## src/dbg_defs.svh

```systemverilog
`ifndef DBG_DEFS_SVH
`define DBG_DEFS_SVH

// memory address width, one 6502 address space
`define DBG_ADDR_W 16

// byte width on the SPI link and in the RAM
`define DBG_DATA_W 8

// number of RAM words, full 64 KiB
`define DBG_RAM_DEPTH 65536

// flip-flops on each SPI input before edge detection
`define DBG_SYNC_STAGES 2

`endif

```

## src/dbg_cmd_pkg.sv

```systemverilog
`include "dbg_defs.svh"

package dbg_cmd_pkg;

  // one byte plus its one-cycle strobe, used for rx and tx bytes
  typedef struct packed {
    logic                   valid;
    logic [`DBG_DATA_W-1:0] data;
  } byte_strobe_t;

  // first byte of every frame
  typedef enum logic [7:0] {
    OP_NOP   = 8'h00,
    OP_READ  = 8'h01,
    OP_WRITE = 8'h02
  } dbg_opcode_e;

  typedef enum logic [2:0] {
    ST_OPCODE  = 3'd0,
    ST_ADDR_HI = 3'd1,
    ST_ADDR_LO = 3'd2,
    ST_CNT_HI  = 3'd3,
    ST_CNT_LO  = 3'd4,
    ST_READ    = 3'd5,
    ST_WRITE   = 3'd6,
    ST_IGNORE  = 3'd7 // unknown opcode, wait for cs high
  } engine_state_e;

endpackage

```

## src/dbg_mem_pkg.sv

```systemverilog
`include "dbg_defs.svh"

package dbg_mem_pkg;

  // single-port RAM request, en qualifies both read and write
  typedef struct packed {
    logic                   en;
    logic                   we;    // 1 = write, 0 = read
    logic [`DBG_ADDR_W-1:0] addr;
    logic [`DBG_DATA_W-1:0] wdata;
  } mem_req_t;

endpackage

```

## src/debug_cmd_engine.sv

```systemverilog
`include "dbg_defs.svh"

module debug_cmd_engine (
  input  logic                      i_clk,
  input  logic                      i_rst,

  input  dbg_cmd_pkg::byte_strobe_t i_rx,
  input  logic                      i_frame_end,  // cs went high, abort any command
  output dbg_cmd_pkg::byte_strobe_t o_tx,

  output dbg_mem_pkg::mem_req_t     o_mem_req,
  input  logic [`DBG_DATA_W-1:0]    i_mem_rdata   // valid one cycle after a read
);

  localparam int ADDR_W = `DBG_ADDR_W;
  localparam int DATA_W = `DBG_DATA_W;
  localparam int CNT_W = 2 * DATA_W; // count arrives as two bytes

  dbg_cmd_pkg::engine_state_e r_state;
  dbg_cmd_pkg::dbg_opcode_e   r_opcode;
  dbg_cmd_pkg::dbg_opcode_e   w_rx_opcode;

  logic [ADDR_W-1:0]          r_addr;     // next address to access
  logic [CNT_W-1:0]           r_count;
  logic [CNT_W-1:0]           w_count_full;

  dbg_mem_pkg::mem_req_t      r_req;
  logic                       r_rd_pending;

  assign w_rx_opcode  = dbg_cmd_pkg::dbg_opcode_e'(i_rx.data);
  assign w_count_full = {r_count[CNT_W-1:DATA_W], i_rx.data};

  always_ff @(posedge i_clk)
  begin
    if (i_rst)
    begin
      r_state      <= dbg_cmd_pkg::ST_OPCODE;
      r_req.en     <= 1'b0;
      r_req.we     <= 1'b0;
      r_rd_pending <= 1'b0;
    end
    else
    begin
      r_rd_pending <= r_req.en & ~r_req.we; // data is on i_mem_rdata next cycle
      r_req.en     <= 1'b0;
      r_req.we     <= 1'b0;

      if (i_frame_end)
        r_state <= dbg_cmd_pkg::ST_OPCODE;
      else if (i_rx.valid)
      begin
        case (r_state)
          dbg_cmd_pkg::ST_OPCODE:
          begin
            case (w_rx_opcode)
              dbg_cmd_pkg::OP_NOP: ; // stay here
              dbg_cmd_pkg::OP_READ,
              dbg_cmd_pkg::OP_WRITE:
              begin
                r_opcode <= w_rx_opcode;
                r_state  <= dbg_cmd_pkg::ST_ADDR_HI;
              end
              default:
                r_state <= dbg_cmd_pkg::ST_IGNORE;
            endcase
          end

          dbg_cmd_pkg::ST_ADDR_HI:
          begin
            r_addr[ADDR_W-1:DATA_W] <= i_rx.data;
            r_state                 <= dbg_cmd_pkg::ST_ADDR_LO;
          end

          dbg_cmd_pkg::ST_ADDR_LO:
          begin
            r_addr[DATA_W-1:0] <= i_rx.data;
            r_state            <= dbg_cmd_pkg::ST_CNT_HI;
          end

          dbg_cmd_pkg::ST_CNT_HI:
          begin
            r_count[CNT_W-1:DATA_W] <= i_rx.data;
            r_state                 <= dbg_cmd_pkg::ST_CNT_LO;
          end

          dbg_cmd_pkg::ST_CNT_LO:
          begin
            if (w_count_full == '0)
              r_state <= dbg_cmd_pkg::ST_OPCODE; // empty command
            else if (r_opcode == dbg_cmd_pkg::OP_READ)
            begin
              // prefetch the first byte so it goes out in the next slot
              r_req.en   <= 1'b1;
              r_req.addr <= r_addr;
              r_addr     <= r_addr + 1'b1;
              r_count    <= w_count_full - 1'b1; // reads still to issue
              r_state    <= dbg_cmd_pkg::ST_READ;
            end
            else
            begin
              r_count <= w_count_full;
              r_state <= dbg_cmd_pkg::ST_WRITE;
            end
          end

          dbg_cmd_pkg::ST_READ:
          begin
            if (r_count == '0)
              r_state <= dbg_cmd_pkg::ST_OPCODE; // last reply byte just went out
            else
            begin
              r_req.en   <= 1'b1;
              r_req.addr <= r_addr;
              r_addr     <= r_addr + 1'b1; // wraps at top of memory
              r_count    <= r_count - 1'b1;
            end
          end

          dbg_cmd_pkg::ST_WRITE:
          begin
            r_req.en    <= 1'b1;
            r_req.we    <= 1'b1;
            r_req.addr  <= r_addr;
            r_req.wdata <= i_rx.data;
            r_addr      <= r_addr + 1'b1;
            r_count     <= r_count - 1'b1;
            if (r_count == CNT_W'(1))
              r_state <= dbg_cmd_pkg::ST_OPCODE;
          end

          dbg_cmd_pkg::ST_IGNORE: ; // bytes dropped until frame end
        endcase
      end
    end
  end

  assign o_mem_req = r_req;

  // read data goes straight to the transmitter
  assign o_tx = '{valid: r_rd_pending, data: i_mem_rdata};

endmodule

```

## config.mk

```make
export PLATFORM = sky130hd
export DESIGN_NAME = debug_cmd_engine
export DESIGN_NICKNAME = d
export VERILOG_FILES = /design/src/dbg_cmd_pkg.sv /design/src/dbg_mem_pkg.sv /design/src/debug_cmd_engine.sv
export VERILOG_INCLUDE_DIRS = /design/src /design/src/src
export SDC_FILE = /design/constraint.sdc
export NUM_CORES = 1
export LEC_CHECK = 0
export BUFFER_PORTS_ARGS = -buffer_cell sky130_fd_sc_hd__buf_2
export CORE_ASPECT_RATIO = 0.8
export CORE_MARGIN = 2
export CORE_UTILIZATION = 45
export CTS_CLUSTER_SIZE = 8
export DETAILED_ROUTE_END_ITERATION = 8
export HOLD_SLACK_MARGIN = 0.15
export PLACE_DENSITY = 0.66
export SYNTH_ARGS = -nofsm -noshare
export SYNTH_HDL_FRONTEND = slang
export SYNTH_SLANG_ARGS = --single-unit
export TNS_END_PERCENT = 10
```

## constraint.sdc

```tcl
create_clock -name i_clk -period 4.9 [get_ports i_clk]
set_input_delay 0 -clock i_clk [delete_from_list [all_inputs] [get_ports i_clk]]
set_output_delay 0 -clock i_clk [all_outputs]
set_load 0.005 [all_outputs]
```

After elaboration in Yosys (flattened, before gate mapping). Cells that the tools add are included.

Register bits: 70. Output and inout bits: 35.

$add $sub $neg: 3. Mux-type cells: 25. Equality and inequality tests: 16. Bitwise operators: 5. Reduce and logical (&&, ||, !) cells: 20.

Operators with widths (count): 16-bit two-way mux (9); 8-bit one-hot mux with 4 select lines (3); 16-bit one-hot mux with 3 select lines (1); 16-bit zero test (2); 16-bit by 1-bit subtractor with 16-bit output (second input constant) (2); 7-bit AND reduction (4); 8-bit one-hot mux with 3 select lines (1); 3-bit one-hot mux with 7 select lines (1); 16-bit by 1-bit adder with 16-bit output (second input constant) (1); 16-bit by 1-bit == test with 1-bit output (second input constant) (1); 8-bit by 1-bit == test with 1-bit output (second input constant) (2); 2-bit != test (second input constant) (6); 4-bit nonzero test (3); 5-bit AND reduction (2); 3-bit == test (second input constant) (3); 3-bit two-way mux (3); 8-bit by 2-bit == test with 1-bit output (second input constant) (1); 8-bit zero test (1); 7-bit nonzero test (1); 3-bit by 2-bit == test with 1-bit output (second input constant) (2); 3-bit one-hot mux with 2 select lines (1); 6-bit AND reduction (1); 1-bit two-way mux (4); 1-bit inverter (4); other kinds (9) (10).

Depth between registers and ports, before layout.
Depth after elaboration: 4. Mapped depth: 7.

Worst setup path before layout. OpenSTA, ideal clock, no wires.

Kind: reg2reg. Start point: reg r_count[12]. End point: reg r_req (netlist bit o_mem_req[10]) (enable). Required time: 4.486 ns. Clock period less this slack: 3.653 ns. Arrival time: 3.239 ns. Library setup time: 0.414 ns. Cell stages (with the launch flop): 8. Path buffers: 2. Setup slack: 1.247 ns. Cell sequence: edfxtp_1 -> clkbuf_1 -> or4_1 -> or2_2 -> clkbuf_1 -> nor2_1 -> a221oi_1 -> a21boi_0.

Word-level cells in the longest chain between the ends: 3. Elaborated cells between the ends (all ways): 5.

RTL lines: from (decl) (line debug_cmd_engine.sv:24) `logic [CNT_W-1:0] r_count;`; from (signal, indexed assignment) (line debug_cmd_engine.sv:82) `r_count[CNT_W-1:DATA_W] <= i_rx.data;`; from (signal assigned) (line debug_cmd_engine.sv:96) `r_count <= w_count_full - 1'b1;`; from (signal assigned) (line debug_cmd_engine.sv:101) `r_count <= w_count_full;`; 16-bit zero test (on tied branches) (line debug_cmd_engine.sv:108, debug_cmd_engine.sv:88); 2-bit != test (no source line); 7-bit AND reduction (no source line) (*); to (decl) (line debug_cmd_engine.sv:27) `dbg_mem_pkg::mem_req_t r_req;`.

Every way passes the cells marked *; elsewhere a longest branch is shown, timed or not. A chain may end at the register's enable or synchronous reset.

Final worst setup path.
Start point: reg r_opcode[1]. End point: reg r_addr[4] (enable).

Word-level cells in the longest chain between the ends: 3.

RTL lines: from (decl) (line debug_cmd_engine.sv:20) `dbg_cmd_pkg::dbg_opcode_e r_opcode;`; from (signal assigned) (line debug_cmd_engine.sv:60) `r_opcode <= w_rx_opcode;`; 8-bit by 1-bit == test with 1-bit output (line debug_cmd_engine.sv:90) `else if (r_opcode == dbg_cmd_pkg::OP_READ)`; 2-bit != test (no source line); 7-bit AND reduction (no source line); to (signal assigned) (line debug_cmd_engine.sv:95) `r_addr <= r_addr + 1'b1;`; to (signal assigned) (line debug_cmd_engine.sv:114) `r_addr <= r_addr + 1'b1;`; to (signal assigned) (line debug_cmd_engine.sv:125) `r_addr <= r_addr + 1'b1;`; to (decl) (line debug_cmd_engine.sv:23) `logic [ADDR_W-1:0] r_addr;`.

Every way passes these cells.

==> impl_metrics.yaml <==
logic_synthesis:
  synth_seq_area_share_pct: 55.1
  yosys.cell_types.count: 49
  async_reset_ff_share_pct: 0
  yosysTopAreaCell: "edfxtp_1"
  synth_seq_cells: 70
  netlist_instances: 347
  synth_area_leaders: "edfxtp_1 (52%), xnor2_1 (4.5%), nor2_1 (3.6%), a21oi_1 (3.5%), dfxtp_1 (3.2%)"
  syn_nets: 374
  synth_edf_count: 64
  yosys_warnings: 0
  synth_top_cell_area_share_pct: 51.8
  synth_ff_type: "edfxtp_1"
  synth_area_um2: 3710
  avgSynthCellArea_um2: 10.7
clock_network:
  cts_buffers: 9
  cts_root_buf: "clkbuf_8"
  cts_buffer_depth: 2
  cts_sinks: 70
  cts_tree: "yes"
  cts_max_level: 3
  hold_buffers: 19
  cts_setup_buffers: 0
  cts_resized: 0
  clkLatencyLatePin_ns: 0.34
  clk_pin_slew_ns: 0.07
pwr:
  cellPowerDensity_nw_per_um2: 279
  power.share.sequential_pct: 55.4
  leakagePower_nw: 1.50
  clkPwrFrac_pct: 37.3
  p_int_uw: 926
  p_sw_share_pct: 22.9
  p_comb_share_pct: 7.3
  p_sw_uw: 275
  ir_worst_vdd_v: 0.000119
sta:
  fin_crit_sh_pct: 63.5
  rsz0062_at_grt: "no"
  setup_tns_ns: 0
  fin_crit_ns: 3.11
  tightest_slew_ns: 1.19
  fin_ws_ns: 1.79
  drv_slew: 0
  fmax_mhz: 322
  setup_viol: 0
  slew_headroom_pct: 19.9
  hold_viol_final: 0
  finClkSkew_ns: 0.00782
floorplan:
  die_w_um: 105
  core_um2: 7950
  die_h_um: 85.2
  core.rowCount: 29
  die_area_um2: 8990
  start_util_pct: 46.7
  io_pins: 55
route:
  via_per_inst: 5.68
  via_count: 2865
  antenna_left: 0
  firstDrtPassIters: 5
  routed_wl_um: 8390
  initialDrtViolationCount: 252
  wl_per_cell_um: 16.6
  remaining_drc_errors: 0
run:
  maxCapViolations: 0
final_layout:
  final_common_cell: "edfxtp_1"
  drive_gt1_share_pct: 15.4
  area_growth_pct: 15.9
  seq_area_um2: 2040
  num-nets-final: 419
  mostFrequentLayoutCells: "edfxtp_1 (64), buf_2 (38), nor2_1 (36)"
  antenna_cells: 0
  fillers: 682
  multiInputGateArea_um2: 1510
  stdcell_count: 504
critical_path:
  cp.arrival_ns: 3.07
  cpMaxStageDelayCell: "nor3_1"
  endpoint_kind: "register"
  startpoint_type: "register"
  worstPathMaxFanout: 8
  slowest_delay_ns: 0.95
  worstPathRequired_ns: 4.86
  cp_cell_sequence: "nor4b_1, nand2_1, o311a_1, nor3_1"
  path_class: "reg -> reg"
place:
  post-dp-hpwl_um: 5810
  place_congestion: 0.916
  place_inst: 470
  io_buffers: 38
  pre_cts_slack_ns: 1.85
global_routing:
  grt_max_degree: 24
  grt_use_total_pct: 19.4
  first_global_vias: 2606
  grt_first_pass_wirelength_um: 13400
  grt_overflow: 0
  antenna_found_initial: 0
min_path:
  hold_class: "in -> reg"
outcome:
  status: "complete, no violations"
path summary, 6_finish.rpt:
path	start	endpoint	slack, ns	cells after the start
max	r_opcode[1]	r_addr[4]	1.79	4
min	i_rst	r_rd_pending	0.36	3
max reg2reg	r_opcode[1]	r_addr[4]	1.79	4
min reg2reg	o_mem_req[24]	r_rd_pending	0.42	1
per-layer routing:
metal  wire, µm  track usage [%]
met1       3840             28.2
met2       3690             30.0
met3        767             4.22
met4         93             4.90
met5          0                0
worst max-delay path: cells and delay by family (launching register included):
| kind | cells | cell delay, ns |
|---|---|---|
| flops | 1 | 0.37 |
| compound gates | 1 | 0.45 |
| simple gates | 3 | 1.91 |
cells by family after synthesis:
kind of cell	after synthesis	share of synthesized area [%]
AND/OR/NAND/NOR	136	18.8
adder cells (fa/ha/maj)	7	2.36
multiplexers	2	0.540
flip-flops	70	55.1
buffers and inverters	32	4.18
XOR/XNOR	31	7.32
AO/OA/AOI/OAI	69	11.7
sequential cells by signal, summed over array words and instances (netlist names):
register and count:
r_count 16, r_opcode 8, r_state 3, r_addr 16, r_rd_pending 1, o_mem_req 26
power groups by stage:
stage	registers [mW]	clock network, mW	logic [mW]
after CTS	0.665	0.456	0.0868
after global placement	0.678	0	0.0730
after floorplan	0.674	0	0.0550
final	0.665	0.447	0.0876
after detailed placement	0.678	0	0.0731
after global routing	0.666	0.488	0.0968
stage by stage:
step / power (mW) / util [%] / instance area (µm²) / hold WS (ns)
2_1_floorplan: 0.729 / - / 3710 / 0.0761
4_1_cts: 1.21 / 54.1 / 4300 / 0.352
3_3_place_gp: 0.751 / 49.3 / 3920 / 0.0000346
5_1_grt: 1.25 / 54.1 / 4300 / 0.379
3_5_place_dp: 0.752 / 49.3 / 3920 / 0.0000346
6_report: 1.20 / 54.1 / 4300 / 0.365
synthesized netlist by cell type, drive strengths merged, types with 2 or more instances:
library cell,n
o21ai,14
o22ai,3
o211ai,3
mux2i,2
nand3,14
nand2,29
a221o,2
nor2,36
and2,4
nor4,8
edfxtp,64
nor3,10
and4,3
ha,7
nand4,2
buf,10
nor4b,2
a31oi,3
xor2,12
or3,4
and3,8
or4,4
dfxtp,6
nor3b,5
o221ai,3
a21oi,26
a21boi,3
or2,2
clkbuf,15
inv,7
nor2b,3
xnor2,19
o31ai,2
area by class of cell:
| class | instances | share of cell area, % |
|---|---|---|
| Clock buffer | 9 | 2.88 |
| Timing Repair Buffer | 59 | 9.20 |
| Sequential cell | 70 | 47.5 |
| Tap cell | 108 | 3.15 |
| Inverter | 7 | 0.612 |
| Multi-Input combinational cell | 245 | 35.2 |
| Clock inverter | 6 | 1.46 |
Note: power is estimated with default switching activity, not from simulation.
