**src/dbg_defs.svh**
```systemverilog
`ifndef DBG_DEFS_SVH
`define DBG_DEFS_SVH

// memory address width, one 6502 address space
`define DBG_ADDR_W 16

// byte width on the SPI link and in the RAM
`define DBG_DATA_W 8

// number of RAM words, full 64 KiB
`define DBG_RAM_DEPTH 65536

// flip-flops on each SPI input before edge detection
`define DBG_SYNC_STAGES 2

`endif

```
**src/dbg_cmd_pkg.sv**
```systemverilog
`include "dbg_defs.svh"

package dbg_cmd_pkg;

  // one byte plus its one-cycle strobe, used for rx and tx bytes
  typedef struct packed {
    logic                   valid;
    logic [`DBG_DATA_W-1:0] data;
  } byte_strobe_t;

  // first byte of every frame
  typedef enum logic [7:0] {
    OP_NOP   = 8'h00,
    OP_READ  = 8'h01,
    OP_WRITE = 8'h02
  } dbg_opcode_e;

  typedef enum logic [2:0] {
    ST_OPCODE  = 3'd0,
    ST_ADDR_HI = 3'd1,
    ST_ADDR_LO = 3'd2,
    ST_CNT_HI  = 3'd3,
    ST_CNT_LO  = 3'd4,
    ST_READ    = 3'd5,
    ST_WRITE   = 3'd6,
    ST_IGNORE  = 3'd7 // unknown opcode, wait for cs high
  } engine_state_e;

endpackage

```
**src/spi_peripheral.sv**
```systemverilog
`include "dbg_defs.svh"

module spi_peripheral (
  input  logic                      i_clk,
  input  logic                      i_rst,

  input  logic                      i_spi_cs_n,
  input  logic                      i_spi_clk,  // SPI clock from controller, mode 0
  input  logic                      i_spi_copi,
  output logic                      o_spi_cipo, // low while cs is high

  input  dbg_cmd_pkg::byte_strobe_t i_tx,       // byte for the next SPI byte slot
  output dbg_cmd_pkg::byte_strobe_t o_rx,
  output logic                      o_frame_end
);

  localparam int SYNC_N = `DBG_SYNC_STAGES;
  localparam int DATA_W = `DBG_DATA_W;
  localparam int CNT_W = $clog2(DATA_W);
  localparam logic [CNT_W-1:0] LAST_BIT = CNT_W'(DATA_W - 1);

  logic [SYNC_N-1:0]         r_sck_sync;
  logic [SYNC_N-1:0]         r_cs_n_sync;
  logic [SYNC_N-1:0]         r_copi_sync;
  logic                      r_sck_prev;
  logic                      r_cs_n_prev;

  logic                      w_sck;
  logic                      w_cs_n;
  logic                      w_copi;
  logic                      w_sck_rise;
  logic                      w_sck_fall;
  logic                      w_cs_rise;

  logic [CNT_W-1:0]          r_rx_cnt;
  logic [DATA_W-1:0]         r_rx_shift;
  logic                      r_rx_valid;

  logic [CNT_W-1:0]          r_tx_cnt;
  logic [DATA_W-1:0]         r_tx_shift;
  dbg_cmd_pkg::byte_strobe_t r_tx_hold;    // byte waiting for the next slot

  logic                      r_frame_end;

  // input synchronizers, idle values on reset
  always_ff @(posedge i_clk)
  begin
    if (i_rst)
    begin
      r_sck_sync  <= '0;
      r_cs_n_sync <= '1;
      r_copi_sync <= '0;
      r_sck_prev  <= 1'b0;
      r_cs_n_prev <= 1'b1;
    end
    else
    begin
      r_sck_sync  <= {r_sck_sync[SYNC_N-2:0], i_spi_clk};
      r_cs_n_sync <= {r_cs_n_sync[SYNC_N-2:0], i_spi_cs_n};
      r_copi_sync <= {r_copi_sync[SYNC_N-2:0], i_spi_copi};
      r_sck_prev  <= w_sck;
      r_cs_n_prev <= w_cs_n;
    end
  end

  assign w_sck  = r_sck_sync[SYNC_N-1];
  assign w_cs_n = r_cs_n_sync[SYNC_N-1];
  assign w_copi = r_copi_sync[SYNC_N-1];

  assign w_sck_rise = w_sck & ~r_sck_prev & ~w_cs_n;
  assign w_sck_fall = ~w_sck & r_sck_prev & ~w_cs_n;
  assign w_cs_rise  = w_cs_n & ~r_cs_n_prev;

  // receive on rising SCK, MSB first
  always_ff @(posedge i_clk)
  begin
    if (i_rst)
    begin
      r_rx_cnt   <= '0;
      r_rx_valid <= 1'b0;
    end
    else
    begin
      r_rx_valid <= 1'b0;
      if (w_cs_n)
        r_rx_cnt <= '0;
      else if (w_sck_rise)
      begin
        r_rx_cnt <= r_rx_cnt + 1'b1;
        if (r_rx_cnt == LAST_BIT)
          r_rx_valid <= 1'b1; // 8th bit just sampled
      end
    end
  end

  always_ff @(posedge i_clk)
  begin
    if (w_sck_rise)
      r_rx_shift <= {r_rx_shift[DATA_W-2:0], w_copi};
  end

  assign o_rx = '{valid: r_rx_valid, data: r_rx_shift};

  // transmit on falling SCK; a new byte is loaded on the 8th falling edge
  always_ff @(posedge i_clk)
  begin
    if (i_rst)
    begin
      r_tx_cnt        <= '0;
      r_tx_shift      <= '0;
      r_tx_hold.valid <= 1'b0;
    end
    else
    begin
      if (i_tx.valid)
      begin
        r_tx_hold.valid <= 1'b1;
        r_tx_hold.data  <= i_tx.data;
      end
      if (w_cs_n)
      begin
        r_tx_cnt        <= '0;
        r_tx_shift      <= '0;
        r_tx_hold.valid <= 1'b0;
      end
      else if (w_sck_fall)
      begin
        r_tx_cnt <= r_tx_cnt + 1'b1;
        if (r_tx_cnt == LAST_BIT)
        begin
          r_tx_hold.valid <= 1'b0; // one-shot, unloaded slots send zero
          if (i_tx.valid)
            r_tx_shift <= i_tx.data;
          else if (r_tx_hold.valid)
            r_tx_shift <= r_tx_hold.data;
          else
            r_tx_shift <= '0;
        end
        else
          r_tx_shift <= {r_tx_shift[DATA_W-2:0], 1'b0};
      end
    end
  end

  assign o_spi_cipo = r_tx_shift[DATA_W-1];

  always_ff @(posedge i_clk)
  begin
    if (i_rst)
      r_frame_end <= 1'b0;
    else
      r_frame_end <= w_cs_rise;
  end

  assign o_frame_end = r_frame_end;

endmodule

```
**config.mk**
```make
export PLATFORM = sky130hd
export DESIGN_NAME = spi_peripheral
export DESIGN_NICKNAME = d
export VERILOG_FILES = /design/src/dbg_cmd_pkg.sv /design/src/spi_peripheral.sv
export VERILOG_INCLUDE_DIRS = /design/src /design/src/src
export SDC_FILE = /design/constraint.sdc
export NUM_CORES = 1
export LEC_CHECK = 0
export ABC_CLOCK_PERIOD_IN_PS = 4450
export BUFFER_PORTS_ARGS = -buffer_cell sky130_fd_sc_hd__buf_2
export CAP_MARGIN = 20
export CORE_MARGIN = 10
export CORE_UTILIZATION = 58
export CTS_CLUSTER_DIAMETER = 80
export DETAILED_ROUTE_END_ITERATION = 16
export GPL_ROUTABILITY_DRIVEN = 0
export PLACE_DENSITY = 0.8
export SYNTH_ARGS = -nofsm -noshare
export SYNTH_HDL_FRONTEND = slang
export SYNTH_SLANG_ARGS = --single-unit
```
**constraint.sdc**
```tcl
create_clock -name i_clk -period 4.45 [get_ports i_clk]
set_clock_uncertainty 0.15 [all_clocks]
set_input_delay 1.1125 -clock i_clk [delete_from_list [all_inputs] [get_ports i_clk]]
set_output_delay 1.1125 -clock i_clk [all_outputs]
set_load 0.02 [all_outputs]
```
* Word-level counts from Yosys, hierarchy flattened
Index checks and enable logic that the tools add are counted.
Cells by class: $add $sub $neg 2, multipliers 0, divide/modulo/power cells 0, order comparisons 0, equality and inequality tests 2, shift-type cells 0, mux-type cells 7, bitwise logic cells 11, reduce and logical (&&, ||, !) cells 3
Operator list (count):
- 8-bit two-way mux | 3
- 9-bit two-way mux | 1
- 3-bit by 1-bit adder with 3-bit output (second input constant) | 2
- 3-bit == test (second input constant) | 2
- 1-bit NOT | 6
- 1-bit bitwise AND | 5
- 1-bit two-way mux | 3
- 3-bit OR reduction | 1
- 2-bit AND reduction | 1
- 2-bit OR reduction | 1
Word-level totals: bits in registers 41, bits in latches 0, memory bits (writable) 0, ROM bits 0, bits of input ports 14, output and inout bits 11, logic and storage cells 38, memories kept 0

* Depth between registers and ports, before layout
Gate-level depths: netlist of the first run.
depth after elaboration 5, depth in mapped cells 5, mapped depth without buffers 4

* Least setup slack after synthesis of the first run
Ideal clock, no wire load.
kind input to register, from input i_tx[8] in the netlist's numbering, to register r_tx_hold[0] in the netlist's numbering (enable), arrival time 1.719 ns, data required time 3.972 ns, setup slack 2.253 ns, cell stages on the path 3, path buffers 2, path through buf_2 buf_2 and2b_1
On the way: cells in the longest elaborated chain, start to end 1
Ends and longest elaborated chain:
- start, declared | RTL line spi_peripheral.sv:12 | input dbg_cmd_pkg::byte_strobe_t i_tx,
- 2-bit AND reduction (no line)
- end, declared | RTL line spi_peripheral.sv:41 | dbg_cmd_pkg::byte_strobe_t r_tx_hold;
Every way passes these cells. A chain may end at the register's enable or synchronous reset.

* Worst setup path after layout of the first run
from register r_rx_shift[3], to output o_rx[3] in the netlist's numbering
RTL lines:
- start, declared | RTL line spi_peripheral.sv:36 | logic [DATA_W-1:0] r_rx_shift;
- start signal, assigned | RTL line spi_peripheral.sv:99 | r_rx_shift <= {r_rx_shift[DATA_W-2:0], w_copi};
- end, declared | RTL line spi_peripheral.sv:13 | output dbg_cmd_pkg::byte_strobe_t o_rx,
No word-level cell between the ends.

==> reports/metrics.cfg, run 1 <==
[place]
dpl.hpwl_um = 1970
dp_cells = 169
port_buffers = 24

[sta]
final.setup.tns_ps = 0
hold_viol_final = 0
finalCriticalPeriod_ps = 2211
rsz0062_at_grt = false
period_share_pct = 49.69
max_slew_margin_pct = 52.50
tightest_slew_ps = 711.0
slew_violations = 0
timing.fmax_mhz = 452.2
setup_viol = 0

[drt]
drc = 0
viasPerCell = 5.407
wl_um = 2659
avgRoutedWirePerCell_um = 15.02
vias = 957
ant_nets = 0
drtPass1Iterations = 4
drtIter0Drc = 77

[yosys]
yosys_most_used_dff = dfxtp_1
synth_top_cell_by_area = dfxtp_1
synthCells = 123
netlist.area_leader.share_pct = 32.60
synth_area_leaders = dfxtp_1 (33%), edfxtp_1 (31%), a32o_1 (5.2%)
yosysWarnings = 0
synthesis.nets = 141
ys_seq_area_share_pct = 63.90
synth.most_common_cell = dfxtp_1
ys_ff_latch = 41
syn-mean-instance-area_um2 = 12.48
netlist_area_um2 = 1535
synth_common_cells = dfxtp_1 (25), edfxtp_1 (16), nand2_1 (16)
async_flop_share_pct = 0
synth_cell_types = 24
synth-edff-count = 16

[floorplan]
die_x_um = 71.45
start_util_pct = 61.41
dieArea_um2 = 5105
pin_count = 25
rows = 18
coreArea_um2 = 2500
fp.dieH_um = 71.45

[finish]
fin_cells = 177
finalNetCount = 164
layout-drive-gt1-share_pct = 30.61
area_growth_pct = 11.41
diodes = 0

[power]
leakage_nw = 0.6953
power_density_nw_per_um2 = 367.5
irDropWorstVdd_mv = 0.2986

[setup_path]
path_delay_family = flip-flops
crit_buf_inv = 1
end_kind = output pin
worstPathCellList = buf_2
path_class = reg2out
startpoint_type = flop
cp.required_ps = 3190
arrival_ps = 950
slowest_stage = edfxtp_1
slowest_delay_ps = 420
crit_fanout = 2

[global_route]
antenna_found_initial = 0
grt_pass1_wl_um = 4643
grt.overflow.total = 0
grt_pass1_vias = 1051
globalRouteTotalUtil_pct = 11.36
grt_max_degree = 19

[min_path]
hold_path_class = reg2reg

[cts]
worstSkewPairLatency_ps = 340
cts.repair.resized = 0
clock_path_buffers = 2
clkSinkCount = 41
cts_hold_buf = 0
htreeDepth = 2
cts_root_buf = clkbuf_4
post_cts.repair.setup_buffers = 0
cts_tree = done
cts.clk_slew.worst_paths_ps = 120
cts_buffers = 5

[run_status]
status = complete, no violations

[flow_run]
cap_violations = 0

## worst paths after layout
check,start,to,slack (ps),cells after the start
worst min register to register,r_cs_n_prev$_SDFF_PP1_,o_frame_end$_SDFF_PP0_,250,1
worst max-delay path,r_rx_shift[3]$_DFFE_PP_,o_rx[3],2240,1
worst max register to register,r_tx_cnt[0]$_SDFFE_PP0P_,r_tx_shift[5]$_SDFFE_PP0P_,2710,4
worst min-delay path,r_cs_n_prev$_SDFF_PP1_,o_frame_end$_SDFF_PP0_,250,1
## registers in the layout, summed over array words and instances (netlist names)
name,cells
r_tx_shift,8
r_copi_sync,2
r_cs_n_prev,1
r_rx_cnt,3
r_sck_sync,2
r_tx_cnt,3
r_sck_prev,1
r_tx_hold,9
r_cs_n_sync,2
r_rx_shift,8
r_rx_valid,1
o_frame_end,1
## cells by family after synthesis
group           count (synthesis)  share of synthesized area, %
xor+xnor                        2                         1.141
fa+ha+maj                       4                         3.260
simple gates                   45                         15.81
flops                          41                         63.90
compound gates                 18                         9.617
buf+inv                         9                         3.667
mux                             4                         2.608
## metrics by stage
step                      power (mW)  setup slack (ps)  cell area [µm²]  hold WS [ps]  utilization, %
after global placement        0.4315              2175             1640         236.1           65.62
after detailed placement      0.4330              2138             1640         248.5           65.62
final                         0.6286              2239             1710         251.2           68.42
after floorplan               0.4228              2253             1535         221.4               -
after CTS                     0.6343              2226             1710         257.3           68.42
after global routing          0.6483              2187             1710         267.6           68.42
## placed cells by master, fill, tap and decap left out
master / count
and2_4: 1
a21oi_1: 1
nor2b_1: 2
and2b_2: 1
o211ai_1: 7
buf_2: 24
mux2i_1: 4
dfxtp_1: 25
o21ai_0: 2
a32o_1: 8
clkbuf_8: 2
or2_2: 9
clkinv_2: 1
nor2_4: 1
nor2_1: 7
nor3b_1: 1
and3_1: 1
xnor2_1: 2
nand2_1: 16
clkbuf_4: 5
edfxtp_1: 16
ha_1: 4
and2b_1: 6
inv_2: 1
## report_power, final
part / leakage (nW) / switching [mW] / internal, mW / total, mW
registers: 0.350 / 0.00307 / 0.398 / 0.401
logic: 0.304 / 0.0134 / 0.00965 / 0.0230
clock network: 0.0413 / 0.113 / 0.0916 / 0.204
total: 0.695 / 0.129 / 0.499 / 0.629
## worst reg2reg max path, stage by stage (launching register included)
cell	delay, ps
dfxtp_1	340
ha_1	200
ha_1	350
or2_2	350
a32o_1	250
## per-layer routing
metal  vias to the layer above  share of wire, %  wire [µm]  GRT usage, %
met3                         4               4.9        130         3.857
met2                        17                53       1416         19.90
met1                       459                41       1089         11.88
li1                        477                 -          -             -
met4                         0              0.83         22         5.376
met5                         -                 0          0             0
## layout make-up
cell class / count / area, µm²
Timing Repair Buffer: 24 / 120.1
Fill cell: 194 / 789.5
Clock buffer: 7 / 65.06
Inverter: 1 / 3.754
Clock inverter: 1 / 5.005
Multi-Input combinational cell: 73 / 498.0
Sequential cell: 41 / 980.9
Tap cell: 30 / 37.54
(Power assumes the default switching activity.)
==> run 2: changes to the inputs <==
ABC_CLOCK_PERIOD_IN_PS = 2200   (was 4450)
CORE_UTILIZATION = 54   (was 58)
PLACE_DENSITY = 0.75   (was 0.8)
clock period = 2.2 ns   (was 4.45 ns; I/O delays follow)
==> reports/metrics.cfg, run 2 (same netlist as run 1, synthesis figures left out) <==
[run_status]
status = complete, no violations

[floorplan]
pin_count = 25  ; unchanged
start_util_pct = 56.16  ; -5.3 points
dieArea_um2 = 5376  ; +5.3%
die_x_um = 73.32  ; +2.6%
coreArea_um2 = 2734  ; +9.4%
rows = 19  ; +1
fp.dieH_um = 73.32  ; +2.6%

[setup_path]
slowest_delay_ps = 350  ; -70 ps
crit_buf_inv = 0  ; -1
cpMostUsedCell = ha_1
path_delay_family = adder cells
worstPathCellList = ha_1, ha_1, or2_2, a32o_1
r2r_setup_slack_ps = 470  ; -2240 ps
r2r_start = r_tx_cnt[0]$_SDFFE_PP0P_
slowest_stage = ha_1
reg2regPathDepth = 4  ; unchanged
reg2reg_to = r_tx_shift[7]$_SDFFE_PP0P_
cp.required_ps = 2300  ; -890 ps
arrival_ps = 1840  ; +890 ps
startpoint_type = flop
path_class = reg2reg
crit_fanout = 16  ; +14
end_kind = flop

[power]
power.total_mw = 1.456  ; +130%
irDropWorstVdd_mv = 0.7090  ; +140%
leakage_nw = 0.7098  ; +2.1%
power_density_nw_per_um2 = 832.8  ; +130%

[drt]
wl_met3_um = 130  ; unchanged
wl_um = 2517  ; -5.3%
viasPerCell = 5.275  ; -2.4%
vias = 939  ; -1.9%
dr.max_layer_used = met4
drc = 0  ; unchanged
drtIter0Drc = 49  ; -36%
wl_met1_um = 1050  ; -3.6%
ant_nets = 0  ; unchanged
drtPass1Iterations = 5  ; +1
met2_wirelength_um = 1293  ; -8.7%
avgRoutedWirePerCell_um = 14.14  ; -5.9%

[sta]
period_share_pct = 78.84
rsz0062_at_grt = false
timing.fmax_mhz = 576.5
final.setup.tns_ps = 0  ; unchanged
finalCriticalPeriod_ps = 1735
setup_viol = 0  ; unchanged
setup_slack_ps = 465.5  ; -1773 ps
tightest_slew_ps = 661.3  ; -49.73 ps
hold_viol_final = 0  ; unchanged
whs_ps = 223.8  ; -27.40 ps
max_slew_margin_pct = 55.82  ; +3.3 points
slew_violations = 0  ; unchanged

[cts]
clkSinkCount = 41  ; unchanged
cts_root_buf = clkbuf_4
cts.clk_slew.worst_paths_ps = 120  ; about the same
cts_tree = done
clock_path_buffers = 2  ; unchanged
htreeDepth = 2  ; unchanged
cts.repair.resized = 0  ; unchanged
cts_hold_buf = 0  ; unchanged
cts_buffers = 5  ; unchanged
worstSkewPairLatency_ps = 350  ; about the same
post_cts.repair.setup_buffers = 0  ; unchanged

[finish]
multi_input_area_um2 = 498.0  ; unchanged
top_register = r_tx_hold
layout-drive-gt1-share_pct = 30.61  ; unchanged
finalNetCount = 164  ; unchanged
largest_reg_flops = 9  ; unchanged
layout_common_cells = dfxtp_1 (25), buf_2 (24), nand2_1 (16), edfxtp_1 (16), or2_2 (9)
seq_area_um2 = 980.9  ; unchanged
area_growth_pct = 13.86
layout_commonest_cell = dfxtp_1
diodes = 0  ; unchanged
top_regs = r_tx_hold (9), r_rx_shift (8), r_tx_shift (8)
fill_cells = 223  ; +15%
fin_util_pct = 63.94  ; -4.5 points

[global_route]
antenna_found_initial = 0  ; unchanged
globalRouteTotalUtil_pct = 10.43  ; -0.92 points
grt.overflow.total = 0  ; unchanged
grt_pass1_wl_um = 4278  ; -7.9%
grt_pass1_vias = 939  ; -11%
grt_max_degree = 19  ; unchanged

[flow_run]
cap_violations = 0  ; unchanged

[min_path]
min_to = r_cs_n_sync[0]$_SDFF_PP1_
min_from = i_spi_cs_n
hold_path_class = in2reg
hold_path_depth = 2  ; +1

[place]
dp_slack_ps = 495.4  ; -1642 ps
port_buffers = 24  ; unchanged
dpl.hpwl_um = 1857  ; -5.7%

## run 2: cell types whose count changed in the layout (fill, tap and decap cells not counted), sizes merged
cell	before	now
bufinv	0	2
clkbuf	7	5
clkinv	1	0
inv	1	2
## run 2: how the worst max path moves through the flow
stage	to	from	slack, ps	cells past startpoint
floorplan	r_rx_shift[0]$_DFFE_PP_	r_sck_prev$_SDFF_PP0_	550	3
global placement	r_tx_shift[2]$_SDFFE_PP0P_	r_tx_cnt[0]$_SDFFE_PP0P_	530	4
detailed placement	r_tx_shift[7]$_SDFFE_PP0P_	r_tx_cnt[0]$_SDFFE_PP0P_	500	4
CTS	r_tx_shift[7]$_SDFFE_PP0P_	r_tx_cnt[0]$_SDFFE_PP0P_	480	4
global route	r_rx_shift[2]$_DFFE_PP_	r_sck_sync[1]$_SDFF_PP0_	380	2
finish	r_tx_shift[7]$_SDFFE_PP0P_	r_tx_cnt[0]$_SDFFE_PP0P_	470	4
## run 2: report_power, final
part | internal (mW) | total, mW | switching (mW) | leakage, nW
Sequential | 0.805 | 0.812 | 0.00636 | 0.350
Combinational | 0.0195 | 0.0458 | 0.0263 | 0.304
Clock | 0.357 | 0.598 | 0.241 | 0.0558
Total | 1.18 | 1.46 | 0.273 | 0.710
## run 2: final cells by class
cell class | count | area share (%)
tap | 31 | 2.219
timing repair buffer | 24 | 6.872
clock buffer | 5 | 2.147
inverter | 1 | 0.2147
multi-input combinational | 73 | 28.49
clock inverter | 3 | 3.937
sequential | 41 | 56.12
## run 2: metrics by stage
stage	cell area (µm²)	instances
final	1748	178
after global routing	1748	178
after CTS	1748	178
after detailed placement	1642	170
after global placement	1642	170
after floorplan	1535	123
## run 2: layer usage
metal	track usage, %	vias up
li1	-	478
met1	10.88	442
met2	17.10	14
met3	5.384	5
met4	4.762	0
met5	0	-
## run 2: worst reg2reg max path, cell delays in order, from the launching register on
cell	delay, ps
dfxtp_1	340
ha_1	200
ha_1	350
or2_2	340
a32o_1	260
==> run 3: changes to the inputs <==
ABC_CLOCK_PERIOD_IN_PS = 1650   (was 2200)
clock period = 1.65 ns   (was 2.2 ns; I/O delays follow)
==> reports/metrics.cfg, run 3 (same netlist as run 1, synthesis figures left out) <==
[min_path]
hold_path_depth = 1  ; -1
hold_path_class = in2reg
min_from = i_tx[2]
min_to = r_tx_hold[2]$_DFFE_PP_

[setup_path]
startpoint_type = flop
r2r_start = r_tx_cnt[0]$_SDFFE_PP0P_
end_kind = flop
worstPathCellList = ha_1, ha_4, or2_2, a32o_1
slowest_stage = dfxtp_1
r2r_setup_slack_ps = 50  ; -410 ps
arrival_ps = 1690  ; -150 ps
slowest_delay_ps = 350  ; about the same
reg2regPathDepth = 4  ; unchanged
cp.required_ps = 1750  ; -550 ps
path_class = reg2reg
path_delay_family = adder cells
crit_start = r_tx_cnt[0]$_SDFFE_PP0P_
crit_buf_inv = 0  ; unchanged
reg2reg_to = r_tx_shift[2]$_SDFFE_PP0P_
crit_fanout = 14  ; -2

[finish]
top_regs = r_tx_hold (9), r_rx_shift (8), r_tx_shift (8)
layout_common_cells = dfxtp_1 (25), buf_2 (24), nand2_1 (16), edfxtp_1 (16), or2_2 (9)
top_register = r_tx_hold
finalNetCount = 168  ; +2.4%
layout-drive-gt1-share_pct = 33.77  ; +3.2 points
diodes = 0  ; unchanged
area_growth_pct = 15.32
layout_commonest_cell = dfxtp_1
fin_cells = 182  ; +2.2%
largest_reg_flops = 9  ; unchanged

[global_route]
globalRouteTotalUtil_pct = 11.21  ; +0.78 points
grt_pass1_wl_um = 4554  ; +6.5%
grt_pass1_vias = 1036  ; +10%
grt_max_degree = 19  ; unchanged
antenna_found_initial = 0  ; unchanged
grt.overflow.total = 0  ; unchanged

[floorplan]
start_util_pct = 56.16  ; unchanged
rows = 19  ; unchanged
coreArea_um2 = 2734  ; unchanged
dieArea_um2 = 5376  ; unchanged
pin_count = 25  ; unchanged
die_x_um = 73.32  ; unchanged
fp.dieH_um = 73.32  ; unchanged

[power]
switching_share_pct = 20.66  ; +1.9 points
pwr-share-clk_pct = 35.2  ; -5.9 points
leakage_nw = 0.7137  ; +0.54%
combPwrFrac_pct = 3.7  ; +0.6 points
irDropWorstVdd_mv = 0.9891  ; +40%
p_seq_share_pct = 61.2  ; +5.4 points
p_int_mw = 1.402  ; +19%
power_density_nw_per_um2 = 998.3  ; +20%
p_sw_mw = 0.3652  ; +34%

[cts]
clock_path_buffers = 2  ; unchanged
worstSkewPairLatency_ps = 350  ; about the same
cts.clk_slew.worst_paths_ps = 120  ; about the same
htreeDepth = 2  ; unchanged
post_cts.repair.setup_buffers = 0  ; unchanged
cts_buffers = 5  ; unchanged
cts_tree = done
cts_root_buf = clkbuf_4
clkSinkCount = 41  ; unchanged

[place]
dpl.hpwl_um = 1954  ; +5.2%
dp_cells = 174  ; +2.4%
port_buffers = 24  ; unchanged
dp_slack_ps = -60.09  ; -555.5 ps

[drt]
viasPerCell = 5.286  ; +0.20%
wl_um = 2608  ; +3.6%
drtPass1Iterations = 5  ; unchanged
vias = 962  ; +2.4%
ant_nets = 0  ; unchanged
drtIter0Drc = 48  ; -2.0%
drc = 0  ; unchanged
avgRoutedWirePerCell_um = 14.33  ; +1.3%

[run_status]
status = complete, no violations

[sta]
rsz0062_at_grt = false
timing.fmax_mhz = 626.9  ; +8.7%
slew_violations = 0  ; unchanged
setup_slack_ps = 54.75  ; -410.7 ps
hold_viol_final = 0  ; unchanged
setup_viol = 0  ; unchanged
tightest_slew_ps = 420.0  ; -241.3 ps
period_share_pct = 96.68  ; +18 points
finalCriticalPeriod_ps = 1595  ; -139.3 ps
max_slew_margin_pct = 71.87  ; +16 points

[flow_run]
cap_violations = 0  ; unchanged

==> run 3: power groups by stage <==
stage / logic (mW) / clock network [mW] / registers [mW]
floorplan: 0.0358 / 0 / 1.10
global placement: 0.0633 / 0 / 1.10
detailed placement: 0.0652 / 0 / 1.10
CTS: 0.0654 / 0.640 / 1.08
global route: 0.0731 / 0.689 / 1.08
finish: 0.0646 / 0.622 / 1.08
==> run 3: worst max path at each step <==
stage	depth (start not counted)	slack (ps)	to
after global placement	4	4	r_tx_shift[2]$_SDFFE_PP0P_
after CTS	5	40	r_tx_shift[6]$_SDFFE_PP0P_
after detailed placement	5	-60	r_tx_shift[6]$_SDFFE_PP0P_
after floorplan	5	20	r_tx_shift[6]$_SDFFE_PP0P_
final	4	50	r_tx_shift[2]$_SDFFE_PP0P_
after global routing	4	20	r_tx_shift[4]$_SDFFE_PP0P_
==> run 3: area by class of cell <==
| class | count | area (µm²) |
|---|---|---|
| clock inverter | 1 | 7.507 |
| tap | 31 | 38.79 |
| sequential | 41 | 980.9 |
| clock buffer | 7 | 76.32 |
| timing repair buffer | 28 | 150.1 |
| inverter | 1 | 3.754 |
| fill | 207 | 963.4 |
| multi-input combinational | 73 | 513.0 |
==> run 3: routing by layer <==
metal | global-route usage, % | vias to the layer above | part of all wire, %
met5 | 0 | - | 0
met3 | 5.384 | 5 | 6.2
met2 | 18.15 | 30 | 49
li1 | - | 484 | -
met1 | 11.93 | 443 | 43
met4 | 5.590 | 0 | 2.1
==> run 3: stage by stage <==
step           cell area [µm²]  utilization [%]  setup TNS [ps]  total power [mW]  hold WS, ps
2_1_floorplan             1538                -               0             1.141        221.4
3_3_place_gp              1674            61.24               0             1.167        238.5
3_5_place_dp              1674            61.24          -278.7             1.170        231.2
4_1_cts                   1760            64.39               0             1.787        74.72
5_1_grt                   1770            64.76               0             1.847        47.81
6_report                  1770            64.76               0             1.767        93.42
==> run 3: what timing repair did <==
item                                    4_1_cts  5_1_grt
endpoints found under the setup margin        7        4
resized for setup                             1        1
hold buffers                                  0        0
hold endpoints to repair                      0        0
==> run 3: worst reg2reg max path: stages, from the launching register on <==
cell and delay (ps):
dfxtp_1 350, ha_1 230, ha_4 210, or2_2 290, a32o_1 260
